**src/hw/axi_lite_mem_pkg.sv**
```systemverilog
package axi_lite_mem_pkg;

  // Bus geometry
  localparam int unsigned AddrWidth  = 12;
  localparam int unsigned DataWidth  = 32;
  localparam int unsigned StrbWidth  = DataWidth / 8;
  localparam int unsigned ProtWidth  = 3;
  localparam int unsigned CacheWidth = 4;
  localparam int unsigned SizeWidth  = 3;

  // Memory geometry, 256 words cover bytes 0x000 to 0x3ff
  localparam int unsigned MemWords     = 256;
  localparam int unsigned MemIdxWidth  = $clog2(MemWords);
  localparam int unsigned ByteOffWidth = $clog2(StrbWidth);
  localparam int unsigned MemAddrWidth = MemIdxWidth + ByteOffWidth;

  // Upper half needs a privileged write
  localparam logic [AddrWidth-1:0] PrivBase = 12'h200;

  // AxCACHE bit positions
  localparam int unsigned CacheBufferableBit = 0;
  localparam int unsigned CacheModifiableBit = 1;

  // AxPROT bit positions
  localparam int unsigned ProtPrivBit  = 0;
  localparam int unsigned ProtInstrBit = 2;

  // Every transfer moves one full data word
  localparam logic [SizeWidth-1:0] AxiSize = SizeWidth'(ByteOffWidth);

  typedef enum logic [1:0] {
    RESP_OKAY   = 2'b00,
    RESP_EXOKAY = 2'b01,
    RESP_SLVERR = 2'b10,
    RESP_DECERR = 2'b11
  } resp_e;

  typedef enum logic [2:0] {
    ST_IDLE      = 3'd0,
    ST_WR_COMMIT = 3'd1,
    ST_WR_RESP   = 3'd2,
    ST_RD_WAIT   = 3'd3,
    ST_RD_RESP   = 3'd4
  } sub_state_e;

endpackage

```
**src/hw/axi_mem_sub.sv**
```systemverilog
`timescale 1ns/1ps

module axi_mem_sub (
  input  logic                                     clk_i,
  input  logic                                     rst_n_i,
  // AXI4 subordinate port
  input  logic [axi_lite_mem_pkg::AddrWidth-1:0]   mgr_aw_addr_i,
  input  logic [axi_lite_mem_pkg::ProtWidth-1:0]   mgr_aw_prot_i,
  input  logic [axi_lite_mem_pkg::SizeWidth-1:0]   mgr_aw_size_i,
  input  logic [axi_lite_mem_pkg::CacheWidth-1:0]  mgr_aw_cache_i,
  input  logic                                     mgr_aw_valid_i,
  output logic                                     mgr_aw_ready_o,
  input  logic [axi_lite_mem_pkg::DataWidth-1:0]   mgr_w_data_i,
  input  logic [axi_lite_mem_pkg::StrbWidth-1:0]   mgr_w_strb_i,
  input  logic                                     mgr_w_last_i,
  input  logic                                     mgr_w_valid_i,
  output logic                                     mgr_w_ready_o,
  output axi_lite_mem_pkg::resp_e                  mgr_b_resp_o,
  output logic                                     mgr_b_valid_o,
  input  logic                                     mgr_b_ready_i,
  input  logic [axi_lite_mem_pkg::AddrWidth-1:0]   mgr_ar_addr_i,
  input  logic [axi_lite_mem_pkg::ProtWidth-1:0]   mgr_ar_prot_i,
  input  logic [axi_lite_mem_pkg::SizeWidth-1:0]   mgr_ar_size_i,
  input  logic [axi_lite_mem_pkg::CacheWidth-1:0]  mgr_ar_cache_i,
  input  logic                                     mgr_ar_valid_i,
  output logic                                     mgr_ar_ready_o,
  output logic [axi_lite_mem_pkg::DataWidth-1:0]   mgr_r_data_o,
  output axi_lite_mem_pkg::resp_e                  mgr_r_resp_o,
  output logic                                     mgr_r_valid_o,
  input  logic                                     mgr_r_ready_i,
  // SRAM port
  output logic                                     mem_req_o,
  output logic                                     mem_we_o,
  output logic [axi_lite_mem_pkg::StrbWidth-1:0]   mem_be_o,
  output logic [axi_lite_mem_pkg::MemIdxWidth-1:0] mem_idx_o,
  output logic [axi_lite_mem_pkg::DataWidth-1:0]   mem_wdata_o,
  input  logic [axi_lite_mem_pkg::DataWidth-1:0]   mem_rdata_i
);
  import axi_lite_mem_pkg::*;

  sub_state_e state_q, state_d;
  resp_e      resp_q, wr_resp, rd_resp;
  logic       idle, wr_hs, rd_hs, wr_buffered;

  // Held write for the non-bufferable path, plus the read word
  logic [MemIdxWidth-1:0] pend_idx_q;
  logic [StrbWidth-1:0]   pend_be_q;
  logic [DataWidth-1:0]   pend_data_q;
  logic [DataWidth-1:0]   rdata_q;

  // Decode shared by both address channels
  function automatic resp_e check_access(
    input logic [AddrWidth-1:0]  addr,
    input logic [SizeWidth-1:0]  size,
    input logic [CacheWidth-1:0] cache,
    input logic                  beat_ok,
    input logic                  access_ok
  );
    resp_e resp;
    logic  cache_ok;
    // Allocate hints are illegal on a non-modifiable access
    cache_ok = cache[CacheModifiableBit] || (cache[3:2] == 2'b00);
    resp     = RESP_OKAY;
    if (addr[AddrWidth-1:MemAddrWidth] != '0) begin
      resp = RESP_DECERR;
    end else if (size != AxiSize || !beat_ok || !cache_ok || !access_ok) begin
      resp = RESP_SLVERR;
    end
    return resp;
  endfunction

  // Privileged half needs prot bit 0 on writes; reads are data only
  assign wr_resp = check_access(mgr_aw_addr_i, mgr_aw_size_i, mgr_aw_cache_i, mgr_w_last_i,
                                (mgr_aw_addr_i < PrivBase) || mgr_aw_prot_i[ProtPrivBit]);
  assign rd_resp = check_access(mgr_ar_addr_i, mgr_ar_size_i, mgr_ar_cache_i, 1'b1,
                                !mgr_ar_prot_i[ProtInstrBit]);

  assign wr_buffered = mgr_aw_cache_i[CacheBufferableBit];

  // AW and W are taken together, writes win over reads
  assign idle  = (state_q == ST_IDLE);
  assign wr_hs = idle && mgr_aw_valid_i && mgr_w_valid_i;
  assign rd_hs = idle && !(mgr_aw_valid_i && mgr_w_valid_i) && mgr_ar_valid_i;

  assign mgr_aw_ready_o = wr_hs;
  assign mgr_w_ready_o  = wr_hs;
  assign mgr_ar_ready_o = rd_hs;

  assign mgr_b_valid_o = (state_q == ST_WR_RESP);
  assign mgr_b_resp_o  = resp_q;
  assign mgr_r_valid_o = (state_q == ST_RD_RESP);
  assign mgr_r_resp_o  = resp_q;
  assign mgr_r_data_o  = rdata_q;

  always_comb begin
    state_d = state_q;
    case (state_q)
      ST_IDLE: begin
        if (wr_hs) begin
          state_d = (wr_resp == RESP_OKAY && !wr_buffered) ? ST_WR_COMMIT : ST_WR_RESP;
        end else if (rd_hs) begin
          state_d = ST_RD_WAIT;
        end
      end
      ST_WR_COMMIT: state_d = ST_WR_RESP;
      ST_WR_RESP: begin
        if (mgr_b_ready_i) begin
          state_d = ST_IDLE;
        end
      end
      ST_RD_WAIT: state_d = ST_RD_RESP;
      ST_RD_RESP: begin
        if (mgr_r_ready_i) begin
          state_d = ST_IDLE;
        end
      end
      default: state_d = ST_IDLE;
    endcase
  end

  // SRAM access: commit stage first, then early write, then read
  always_comb begin
    mem_req_o   = 1'b0;
    mem_we_o    = 1'b0;
    mem_be_o    = '0;
    mem_idx_o   = '0;
    mem_wdata_o = '0;
    if (state_q == ST_WR_COMMIT) begin
      mem_req_o   = 1'b1;
      mem_we_o    = 1'b1;
      mem_be_o    = pend_be_q;
      mem_idx_o   = pend_idx_q;
      mem_wdata_o = pend_data_q;
    end else if (wr_hs && wr_resp == RESP_OKAY && wr_buffered) begin
      mem_req_o   = 1'b1;
      mem_we_o    = 1'b1;
      mem_be_o    = mgr_w_strb_i;
      mem_idx_o   = mgr_aw_addr_i[MemAddrWidth-1:ByteOffWidth];
      mem_wdata_o = mgr_w_data_i;
    end else if (rd_hs && rd_resp == RESP_OKAY) begin
      mem_req_o = 1'b1;
      mem_idx_o = mgr_ar_addr_i[MemAddrWidth-1:ByteOffWidth];
    end
  end

  always_ff @(posedge clk_i) begin
    if (!rst_n_i) begin
      state_q <= ST_IDLE;
    end else begin
      state_q <= state_d;
    end
  end

  always_ff @(posedge clk_i) begin
    if (wr_hs) begin
      resp_q      <= wr_resp;
      pend_idx_q  <= mgr_aw_addr_i[MemAddrWidth-1:ByteOffWidth];
      pend_be_q   <= mgr_w_strb_i;
      pend_data_q <= mgr_w_data_i;
    end else if (rd_hs) begin
      resp_q <= rd_resp;
    end
    // SRAM word arrives one cycle after the read request
    if (state_q == ST_RD_WAIT) begin
      rdata_q <= (resp_q == RESP_OKAY) ? mem_rdata_i : '0;
    end
  end

endmodule

```
**config.mk**
```make
export PLATFORM = sky130hd
export DESIGN_NAME = axi_mem_sub
export DESIGN_NICKNAME = d
export VERILOG_FILES = /design/src/hw/axi_lite_mem_pkg.sv /design/src/hw/axi_mem_sub.sv
export SDC_FILE = /design/constraint.sdc
export NUM_CORES = 1
export LEC_CHECK = 0
export BUFFER_PORTS_ARGS = -buffer_cell sky130_fd_sc_hd__buf_4
export CORE_MARGIN = 1
export CORE_UTILIZATION = 38
export DETAILED_ROUTE_END_ITERATION = 10
export PLACE_DENSITY = 0.74
export SETUP_SLACK_MARGIN = 0.4
export SLEW_MARGIN = 25
export SYNTH_ARGS = -nofsm -noshare
export SYNTH_HDL_FRONTEND = slang
export SYNTH_SLANG_ARGS = --single-unit
```
**constraint.sdc**
```tcl
create_clock -name clk_i -period 7.2 [get_ports clk_i]
set_input_delay 2.16 -clock clk_i [delete_from_list [all_inputs] [get_ports clk_i]]
set_output_delay 2.16 -clock clk_i [all_outputs]
set_load 0.02 [all_outputs]
```
# ---- After elaboration in Yosys (flattened, before gate mapping)
# Index checks and enable logic that the tools add are counted.
dict set report totals {
  reg_bits 81
  out_inout_bits 87
}
dict set report op_classes {
  order_cmp 1
  n_eq_ne 9
  n_mux 24
  n_reduce_logical 33
}
# op n
set op_table {}
lappend op_table {{$mux 32} 2}
lappend op_table {{$mux 8} 3}
lappend op_table {{$pmux 3 s5} 1}
lappend op_table {{$mux 2} 7}
lappend op_table {{$lt 12x10->1 const B} 1}
lappend op_table {{$mux 3} 4}
lappend op_table {{$logic_not 2->1} 5}
lappend op_table {{$logic_and 1x1->1} 9}
lappend op_table {{$logic_or 1x1->1} 8}
lappend op_table {{$mux 4} 2}
lappend op_table {{$eq 3x2->1 const B} 2}
lappend op_table {{$logic_not 1->1} 6}
lappend op_table {{$ne 3x2->1 const B} 2}
lappend op_table {{$reduce_bool 2->1} 3}
lappend op_table {{$mux 1} 5}
lappend op_table {{$ne 2x1->1 const B} 2}
lappend op_table {{$eq 3x1->1 const B} 1}
lappend op_table {{$eq 3x3->1 const B} 1}
lappend op_table {{$logic_not 3->1} 1}
lappend op_table {{$ne 3x1->1 const B} 1}
lappend op_table {{$reduce_and 3->1} 1}

# ---- Longest topological paths before layout
# Gate-level depths: netlist of run 1.
dict set report logic_depth {
  ltp_word 12
  depth_mapped 6
}

# ---- Worst setup path before layout of run 1
# OpenSTA, ideal clock, no wires.
dict set report synth_timing {
  path_type {input port to output port}
  from {input mgr_w_valid_i}
  to {output mgr_w_ready_o}
  arrival_time_ns 3.581
  t_required_ns 5.040
  path_slack_ns 1.459
  path_stages 3
  path_buffers 1
  path_cell_list {nand3_4 inv_1 buf_4}
}
dict set report synth_via {
  elab_chain_cells 1
}
# item line
set synth_rtl {}
lappend synth_rtl {{start: declaration} axi_mem_sub.sv:16} ;# input logic mgr_w_valid_i,
lappend synth_rtl {{$logic_and 1x1->1} axi_mem_sub.sv:82} ;# assign wr_hs = idle && mgr_aw_valid_i && mgr_w_valid_i;
lappend synth_rtl {{end: declaration} axi_mem_sub.sv:17} ;# output logic mgr_w_ready_o,
# Every way passes these cells.

# ---- Worst setup path after layout of run 1
dict set report layout_timing {
  from {input mgr_aw_size_i[0] (netlist name)}
  to {output mem_idx_o[3] (netlist name)}
}
dict set report layout_via {
  elab_chain_cells 11
}
# item line
set layout_rtl {}
lappend layout_rtl {{start: declaration} axi_mem_sub.sv:9} ;# input logic [axi_lite_mem_pkg::SizeWidth-1:0] mgr_aw_size_i,
lappend layout_rtl {{$ne 3x2->1} axi_mem_sub.sv:66} ;# end else if (size != AxiSize || !beat_ok || !cache_ok || !access_ok) begin
lappend layout_rtl {{$logic_or 1x1->1 (3 in series)} axi_mem_sub.sv:66}
lappend layout_rtl {{$mux 2} axi_mem_sub.sv:66}
lappend layout_rtl {{$mux 2} axi_mem_sub.sv:64} ;# if (addr[AddrWidth-1:MemAddrWidth] != '0) begin
lappend layout_rtl {{$logic_not 2->1} axi_mem_sub.sv:134} ;# end else if (wr_hs && wr_resp == RESP_OKAY && wr_buffered) begin
lappend layout_rtl {{$logic_and 1x1->1 (2 in series)} axi_mem_sub.sv:134}
lappend layout_rtl {{$mux 8} axi_mem_sub.sv:134}
lappend layout_rtl {{$mux 8} axi_mem_sub.sv:128} ;# if (state_q == ST_WR_COMMIT) begin
lappend layout_rtl {{end: declaration} axi_mem_sub.sv:35} ;# output logic [axi_lite_mem_pkg::MemIdxWidth-1:0] mem_idx_o,
# Every way passes these cells.

==> flow_summary.ini, run 1 <==
[timing]
worst_pin_slew_ns = 0.8477
fmax_ghz = 0.1631
rsz0062_at_grt = no
layout_setup_ws_ns = 1.068
slew_viol_final = 0
finalSetupViolations = 0
maxSlewHeadroom_pct = 43.28
fin_tns_setup_ns = 0
whs_ns = 0.7537
skew_ns = 0.007326
hold_violations = 0
post-route-period-util_pct = 85.16
min_period_ns = 6.132

[die]
core_area_sq_um = 8721
rows = 34
start_util_pct = 39.41
ioPinCount = 207
die_area_sq_um = 9429
chipHeight_um = 97.11
die_x_um = 97.11

[final_layout]
design_area_sq_um = 5204
drive_gt1_share_pct = 53.18
nets = 540
num_antenna_cells = 0
final_common_cell = buf_4
area.growth.synth_to_final_pct = 51.40
stdcell_count = 533
final_cell_mix = buf_4 (202), edfxtp_1 (78), and2_1 (40), a22o_1 (36)

[global_routing]
grt_use_total_pct = 18.94
grt-ovfl-total = 0
grt_pass1_vias = 2662
antenna_found_initial = 0
grt_pass1_wl_um = 13880
grt_start_max_net_pins = 48

[cts]
clkLatencyLatePin_ns = 0.35
clk_pin_slew_ns = 0.08
cts_tree = yes
cts_buffers = 9
cts_resized = 0
clockBufferDepth = 2
postCtsSetupRepairBufs = 0
h-tree-depth = 3
root_buffer = clkbuf_8
postCtsHoldBufs = 0
clkSinkCount = 81

[yosys]
postSynthCellCount = 222
synth_area_leader_cell = edfxtp_1
netlist.area_leader.share_pct = 68.15
synth-warning-count = 0
syn-num-nets = 342
synth-seq-area-share_pct = 69.89
netlist_top_cells_area = edfxtp_1 (68%), a22o_1 (9.2%), and2_1 (7.3%)
postSynth.asyncResetShare_pct = 0
synth-seq-cells = 81
synth_cell_types = 36
synth_enable_flop_cells = 78
syn_area_per_cell_sq_um = 15.48
synth_top_flop_cell = edfxtp_1
synth_area_sq_um = 3437

[power_and_ir_drop]
p_per_area_nw_per_um2 = 198.8
vdd_drop_max_v = 0.0001075
power_leakage_uw = 0.002250

[critical_path]
cp.required_ns = 5.04
r2r-start = state_q[1]
cp-startpoint = mgr_aw_size_i[0]
start_kind = primary input
criticalPathCategory = primary input to output pin
r2r_end = pend_idx_q[5]
critPathArrivalTime_ns = 3.97
end_kind = output pin
reg2reg_depth = 4
ff2ff_setup_slack_ns = 5.22
cp_max_fo = 44

[drt]
wl_per_cell_um = 16.75
wl_um = 8928
first_pass_iters = 4
drt_iter0_drc = 65
num_vias = 2635
drc = 0
vias_per_cell = 4.944
antenna_left = 0

[placed_design]
numPortBuffers = 197
place_hpwl_um = 6555
gp_congestion = 0.8281
dp_cells = 517
post-place-ws_ns = 1.084
place_area_sq_um = 4986

[worst_hold_path]
holdPathStages = 2
min_path_type = flip-flop to flip-flop
min-delay-start = state_q[2]
hold_end = state_q[0]

[status]
status = completed

[run]
drv_cap = 0
## cells in the mapped netlist (2+ instances only)
cell      instances
edfxtp_1         78
and2_1           40
a22o_1           36
nor2_1           10
buf_4             5
a221o_1           4
a221o_2           4
buf_6             4
clkbuf_1          4
inv_1             4
dfxtp_1           3
nand2_1           3
nand2b_1          2
nand3_1           2
nor3_1            2
## worst max-delay path, stage by stage
cell and delay (ns):
buf_4 0.11, nor4bb_1 0.32, o2111ai_1 0.33, nor4_4 0.22, buf_4 0.43, a221o_2 0.24
buf_4 0.13
## state kept, by name, indices dropped and copies added, names as in the netlist
signal        count
pend_data_q      32
pend_be_q         4
mgr_b_resp_o      2
state_q           3
pend_idx_q        8
mgr_r_data_o     32
## routing by layer
layer  vias to the layer above  GRT usage (%)  share of wire, %
met5                         -              0                 0
met3                        20          4.029               5.2
met4                         0          8.726               2.6
li1                       1257              -                 -
met2                       100          30.50                51
met1                      1258          24.53                41
## kinds of logic after synthesis
group | after synthesis | share of synthesized area, %
flip-flops | 81 | 69.89
AO/OA/AOI/OAI | 54 | 13.80
AND/OR/NAND/NOR | 67 | 12.38
buffers and inverters | 19 | 3.640
multiplexers | 1 | 0.2912
## where the power goes
| part | internal [uW] | leakage, uW | switching [uW] | total [uW] |
|---|---|---|---|---|
| sequential | 533 | 0.000752 | 6.39 | 540 |
| combinational | 69.2 | 0.00139 | 61.0 | 130 |
| clock | 195 | 0.000107 | 169 | 365 |
## layout make-up
| class | instances | area, sq um |
|---|---|---|
| clock buffer | 9 | 123.9 |
| timing repair buffer | 202 | 1516 |
| tap | 108 | 135.1 |
| multi-input combinational | 122 | 917.1 |
| fill | 726 | 3517 |
| sequential | 81 | 2402 |
| clock inverter | 7 | 93.84 |
| inverter | 4 | 15.01 |
## metrics by stage
stage          util [%]  power [uW]
2_1_floorplan         -       602.3
3_5_place_dp      57.17       681.5
4_1_cts           59.67        1045
5_1_grt           59.67        1079
3_3_place_gp      57.17       677.6
6_report          59.67        1035
## worst max path at each step
stage,to,slack (ns)
6_report,mem_idx_o[3],1.07
5_1_grt,mem_idx_o[4],0.96
4_1_cts,mem_idx_o[3],1.08
3_5_place_dp,mem_idx_o[3],1.08
3_3_place_gp,mem_idx_o[4],1.06
2_1_floorplan,mgr_w_ready_o,1.46
Power figures use the tool's default switching activity.
==> run 2, diff against run 1 <==
--- a/config.mk
+++ b/config.mk
@@ -7,9 +7,9 @@
 export LEC_CHECK = 0
 export BUFFER_PORTS_ARGS = -buffer_cell sky130_fd_sc_hd__buf_4
 export CORE_MARGIN = 1
-export CORE_UTILIZATION = 38
+export CORE_UTILIZATION = 47
 export DETAILED_ROUTE_END_ITERATION = 10
-export PLACE_DENSITY = 0.74
+export PLACE_DENSITY = 0.88
 export SETUP_SLACK_MARGIN = 0.4
 export SLEW_MARGIN = 25
 export SYNTH_ARGS = -nofsm -noshare
==> run 2 against run 1 <==
Against the previous run:
- cell area decreased by 0.26%
- clock power fell by 2%
- combinational power is essentially flat
- worst hold slack improved by 0.011 ns
- critical endpoint is now mem_idx_o[6]
- via count is 5.2% higher
- total power fell by 0.54%
- largest cell class unchanged
- highest routed layer unchanged
- sequential cell count unchanged
==> flow_summary.ini, run 2 (synthesis gave the netlist of run 1 again) <==
[status]
status = completed

[cts]
cts_resized = 0
clockBufferDepth = 2
cts_tree = yes
clkSinkCount = 81
clkLatencyLatePin_ns = 0.34
postCtsSetupRepairBufs = 0
h-tree-depth = 3
clk_pin_slew_ns = 0.08
cts_buffers = 9
postCtsHoldBufs = 0
root_buffer = clkbuf_8

[drt]
vias_per_cell = 5.312
drc = 0
first_pass_iters = 4
drt_iter0_drc = 124
wl_per_cell_um = 19.05
num_vias = 2773
antenna_left = 0
wl_um = 9944

[die]
rows = 30
ioPinCount = 207
die_area_sq_um = 7659
chipHeight_um = 87.52
core_area_sq_um = 6944
start_util_pct = 49.50
die_x_um = 87.52

[placed_design]
dp_cells = 506
place_hpwl_um = 7527
gp_congestion = 0.7700
numPortBuffers = 197
place_area_sq_um = 4979

[global_routing]
antenna_found_initial = 0
grt_start_max_net_pins = 48
grt-ovfl-total = 0
busiest_layer = met2
grt_pass1_vias = 2826
grt_use_total_pct = 25.91
use_met3_pct = 6.540
met2_usage_pct = 45.45
grt_pass1_wl_um = 14340
grtUsageMet1_pct = 28.63

[final_layout]
stdcell_count = 522
drive_gt1_share_pct = 52.82
design_area_sq_um = 5190
num_antenna_cells = 0
nets = 541
nFillCells = 482
final_cell_mix = buf_4 (203), edfxtp_1 (78), and2_1 (40), a22o_1 (36)
final_common_cell = buf_4
area.growth.synth_to_final_pct = 51.00

[power_and_ir_drop]
p_per_area_nw_per_um2 = 198.3
p_total_uw = 1029
power_leakage_uw = 0.002249
vdd_drop_max_v = 0.0001676

[critical_path]
end_kind = output pin
cp.required_ns = 5.04
start_kind = primary input
criticalPathCategory = primary input to output pin
critPathArrivalTime_ns = 4.13
cp_max_fo = 9

[run]
drv_cap = 0

[timing]
worst_pin_slew_ns = 0.9066
fin_tns_setup_ns = 0
fmax_ghz = 0.1590
skew_ns = 0.007102
post-route-period-util_pct = 87.33
slew_viol_final = 0
finalSetupViolations = 0
whs_ns = 0.7651
hold_violations = 0
min_period_ns = 6.288
maxSlewHeadroom_pct = 39.34
rsz0062_at_grt = no

[worst_hold_path]
min_path_type = flip-flop to flip-flop
## run 2: cell types whose count changed in the layout (fill, tap and decap cells not counted), sizes merged
cell,before,now
inv,4,3
clkbuf,9,11
buf,202,203
clkinv,4,3
## run 2: layout make-up
type | instances | area [sq um] | area share, %
clock buffers | 11 | 131.4 | 2.531
clock inverters | 5 | 80.08 | 1.543
inverters | 4 | 15.01 | 0.2893
multi-input cells | 122 | 917.1 | 17.67
flip-flops and latches | 81 | 2402 | 46.29
well taps | 96 | 120.1 | 2.314
repair buffers | 203 | 1524 | 29.36
## run 2: routing by layer
| layer | up-vias | part of all wire [%] |
|---|---|---|
| met3 | 34 | 8.5 |
| met5 | - | 0 |
| met1 | 1336 | 36 |
| met2 | 142 | 51 |
| met4 | 0 | 4.4 |
| li1 | 1261 | - |
## run 2: stage by stage
stage / setup slack (ns) / util (%)
5_1_grt: 0.8565 / 74.74
6_report: 0.9119 / 74.74
4_1_cts: 0.9977 / 74.74
3_3_place_gp: 1.026 / 71.69
2_1_floorplan: 1.459 / -
3_5_place_dp: 1.003 / 71.69
## run 2: critical path: stages
cell,delay [ns]
buf_4,0.11
nor4b_1,0.53
nand3_1,0.17
nor2_1,0.71
a221o_2,0.30
buf_4,0.14
## run 2: worst paths after layout
path | start | endpoint | slack (ns) | cells after the start
setup reg to reg | state_q[1] | pend_data_q[28] | 5.30 | 4
hold / removal | state_q[2] | state_q[0] | 0.77 | 2
hold reg to reg | state_q[2] | state_q[0] | 0.77 | 2
setup / recovery | mgr_ar_size_i[0] | mem_idx_o[6] | 0.91 | 6
## run 2: report_power, final
group	internal [uW]	switching, uW	total (uW)
clock network	195	161	356
registers	533	6.66	540
logic	69.8	62.9	133
==> run 3, diff against run 2 <==
--- a/config.mk
+++ b/config.mk
@@ -6,11 +6,10 @@
 export NUM_CORES = 1
 export LEC_CHECK = 0
 export BUFFER_PORTS_ARGS = -buffer_cell sky130_fd_sc_hd__buf_4
-export CORE_MARGIN = 1
+export CORE_MARGIN = 8
 export CORE_UTILIZATION = 47
 export DETAILED_ROUTE_END_ITERATION = 10
 export PLACE_DENSITY = 0.88
-export SETUP_SLACK_MARGIN = 0.4
 export SLEW_MARGIN = 25
 export SYNTH_ARGS = -nofsm -noshare
 export SYNTH_HDL_FRONTEND = slang
==> run 3 against run 2 <==
Against the previous run:
- register-to-register slack got worse by 0.05 ns
- non-clock buffer count down 1
- fmax fell by 0.48%
- clock power down 11%
- sequential share of layout area increased by 0.28 points
- combinational power about the same
- count of clock-buffer cells in the layout fell by 2
- global-route usage decreased by 5.7 points
- routed wire length increased by 7.2%
- total power is 4.0% lower
- largest cell class unchanged
==> flow_summary.ini, run 3 (synthesis gave the netlist of run 1 again) <==
[die]
rows = 31
die_x_um = 101.5
chipHeight_um = 101.5
core_area_sq_um = 7176
start_util_pct = 47.90
die_area_sq_um = 10310
ioPinCount = 207

[placed_design]
gp_congestion = 0.8240
post-place-ws_ns = 0.9494
place_hpwl_um = 8231
numPortBuffers = 197

[timing]
layout_setup_ws_ns = 0.8816
rsz0062_at_grt = no
hold_violations = 0
skew_ns = 0.01345
slew_viol_final = 0
post-route-period-util_pct = 87.76
fmax_ghz = 0.1583
maxSlewHeadroom_pct = 47.31
finalSetupViolations = 0
fin_tns_setup_ns = 0
worst_pin_slew_ns = 0.7875
min_period_ns = 6.318

[cts]
postCtsSetupRepairBufs = 0
clkLatencyLatePin_ns = 0.34
h-tree-depth = 3
cts_resized = 0
cts_buffers = 9
cts_tree = yes
root_buffer = clkbuf_8
clockBufferDepth = 2
postCtsHoldBufs = 0
clkSinkCount = 81
clk_pin_slew_ns = 0.09

[worst_hold_path]
min-delay-start = state_q[0]
min_path_type = flip-flop to flip-flop
hold_end = state_q[0]
holdPathStages = 2

[final_layout]
drive_gt1_share_pct = 53.07
final_common_cell = buf_4
nFillCells = 504
num_antenna_cells = 0
final-seq-area_sq_um = 2402
area.growth.synth_to_final_pct = 50.09
multi_input_area_sq_um = 917.1
final_cell_mix = buf_4 (202), edfxtp_1 (78), and2_1 (40), a22o_1 (36)
nets = 540

[critical_path]
reg2reg_depth = 4
cp_max_fo = 44
end_kind = output pin
criticalPathCategory = primary input to output pin
ff2ff_setup_slack_ns = 5.25
start_kind = primary input
r2r_end = pend_data_q[24]
r2r-start = state_q[2]
cp.required_ns = 5.04
critPathArrivalTime_ns = 4.16

[drt]
antenna_left = 0
drt_iter0_drc = 124
wl_per_cell_um = 20.38
num_vias = 2704
drc = 0
vias_per_cell = 5.170
wl_um = 10660
first_pass_iters = 6

[run]
drv_cap = 0

[global_routing]
grt-ovfl-total = 0
grt_pass1_wl_um = 15650
grt_use_total_pct = 20.25
grt_pass1_vias = 2792
grt_start_max_net_pins = 48
antenna_found_initial = 0

[status]
status = completed

[power_and_ir_drop]
p_per_area_nw_per_um2 = 191.6
power_leakage_uw = 0.002235
vdd_drop_max_v = 0.0001285
p_total_uw = 988.2
-- run 3: per-layer routing --
metal	part of all wire, %	up-vias	track usage (%)
met5	0	-	0
met4	2.4	0	9.049
met3	7.3	18	5.223
met2	54	121	35.97
met1	36	1310	22.13
li1	-	1255	-
-- run 3: worst max path at each step --
stage / slack, ns / start / depth (start not counted) / end
floorplan: 1.46 / mgr_w_valid_i / 3 / mgr_w_ready_o
global placement: 0.99 / mgr_aw_size_i[0] / 7 / mem_idx_o[0]
detailed placement: 0.95 / mgr_aw_size_i[0] / 7 / mem_idx_o[0]
CTS: 0.95 / mgr_aw_size_i[0] / 7 / mem_idx_o[0]
global route: 0.85 / mgr_aw_size_i[0] / 7 / mem_idx_o[0]
finish: 0.88 / mgr_aw_size_i[0] / 7 / mem_idx_o[0]
-- run 3: area by class of cell --
class / instances / share of cell area (%)
Multi-Input combinational cell: 122 / 17.78
Clock inverter: 6 / 1.164
Sequential cell: 81 / 46.57
Timing Repair Buffer: 202 / 29.40
Inverter: 4 / 0.2911
Tap cell: 99 / 2.401
Clock buffer: 9 / 2.401
-- run 3: worst max-delay path, stage by stage --
cell and delay [ns]:
buf_4 0.12, nor4bb_1 0.47, o2111ai_1 0.35, nor4_4 0.21
buf_4 0.44, a221o_1 0.26, buf_4 0.15
-- run 3: stage by stage --
stage	instances	hold slack (ns)	instance area, sq um	utilization (%)
floorplan	222	0.6652	3437	-
global placement	508	0.7067	4975	69.33
detailed placement	508	0.7363	4975	69.33
CTS	523	0.7503	5159	71.89
global route	523	0.7912	5159	71.89
finish	523	0.7539	5159	71.89
-- run 3: power breakdown --
part	internal, uW	switching (uW)	leakage [uW]
combinational	69.3	62.6	0.00139
clock	157	159	0.0000925
sequential	534	6.87	0.000752
total	759	229	0.00224
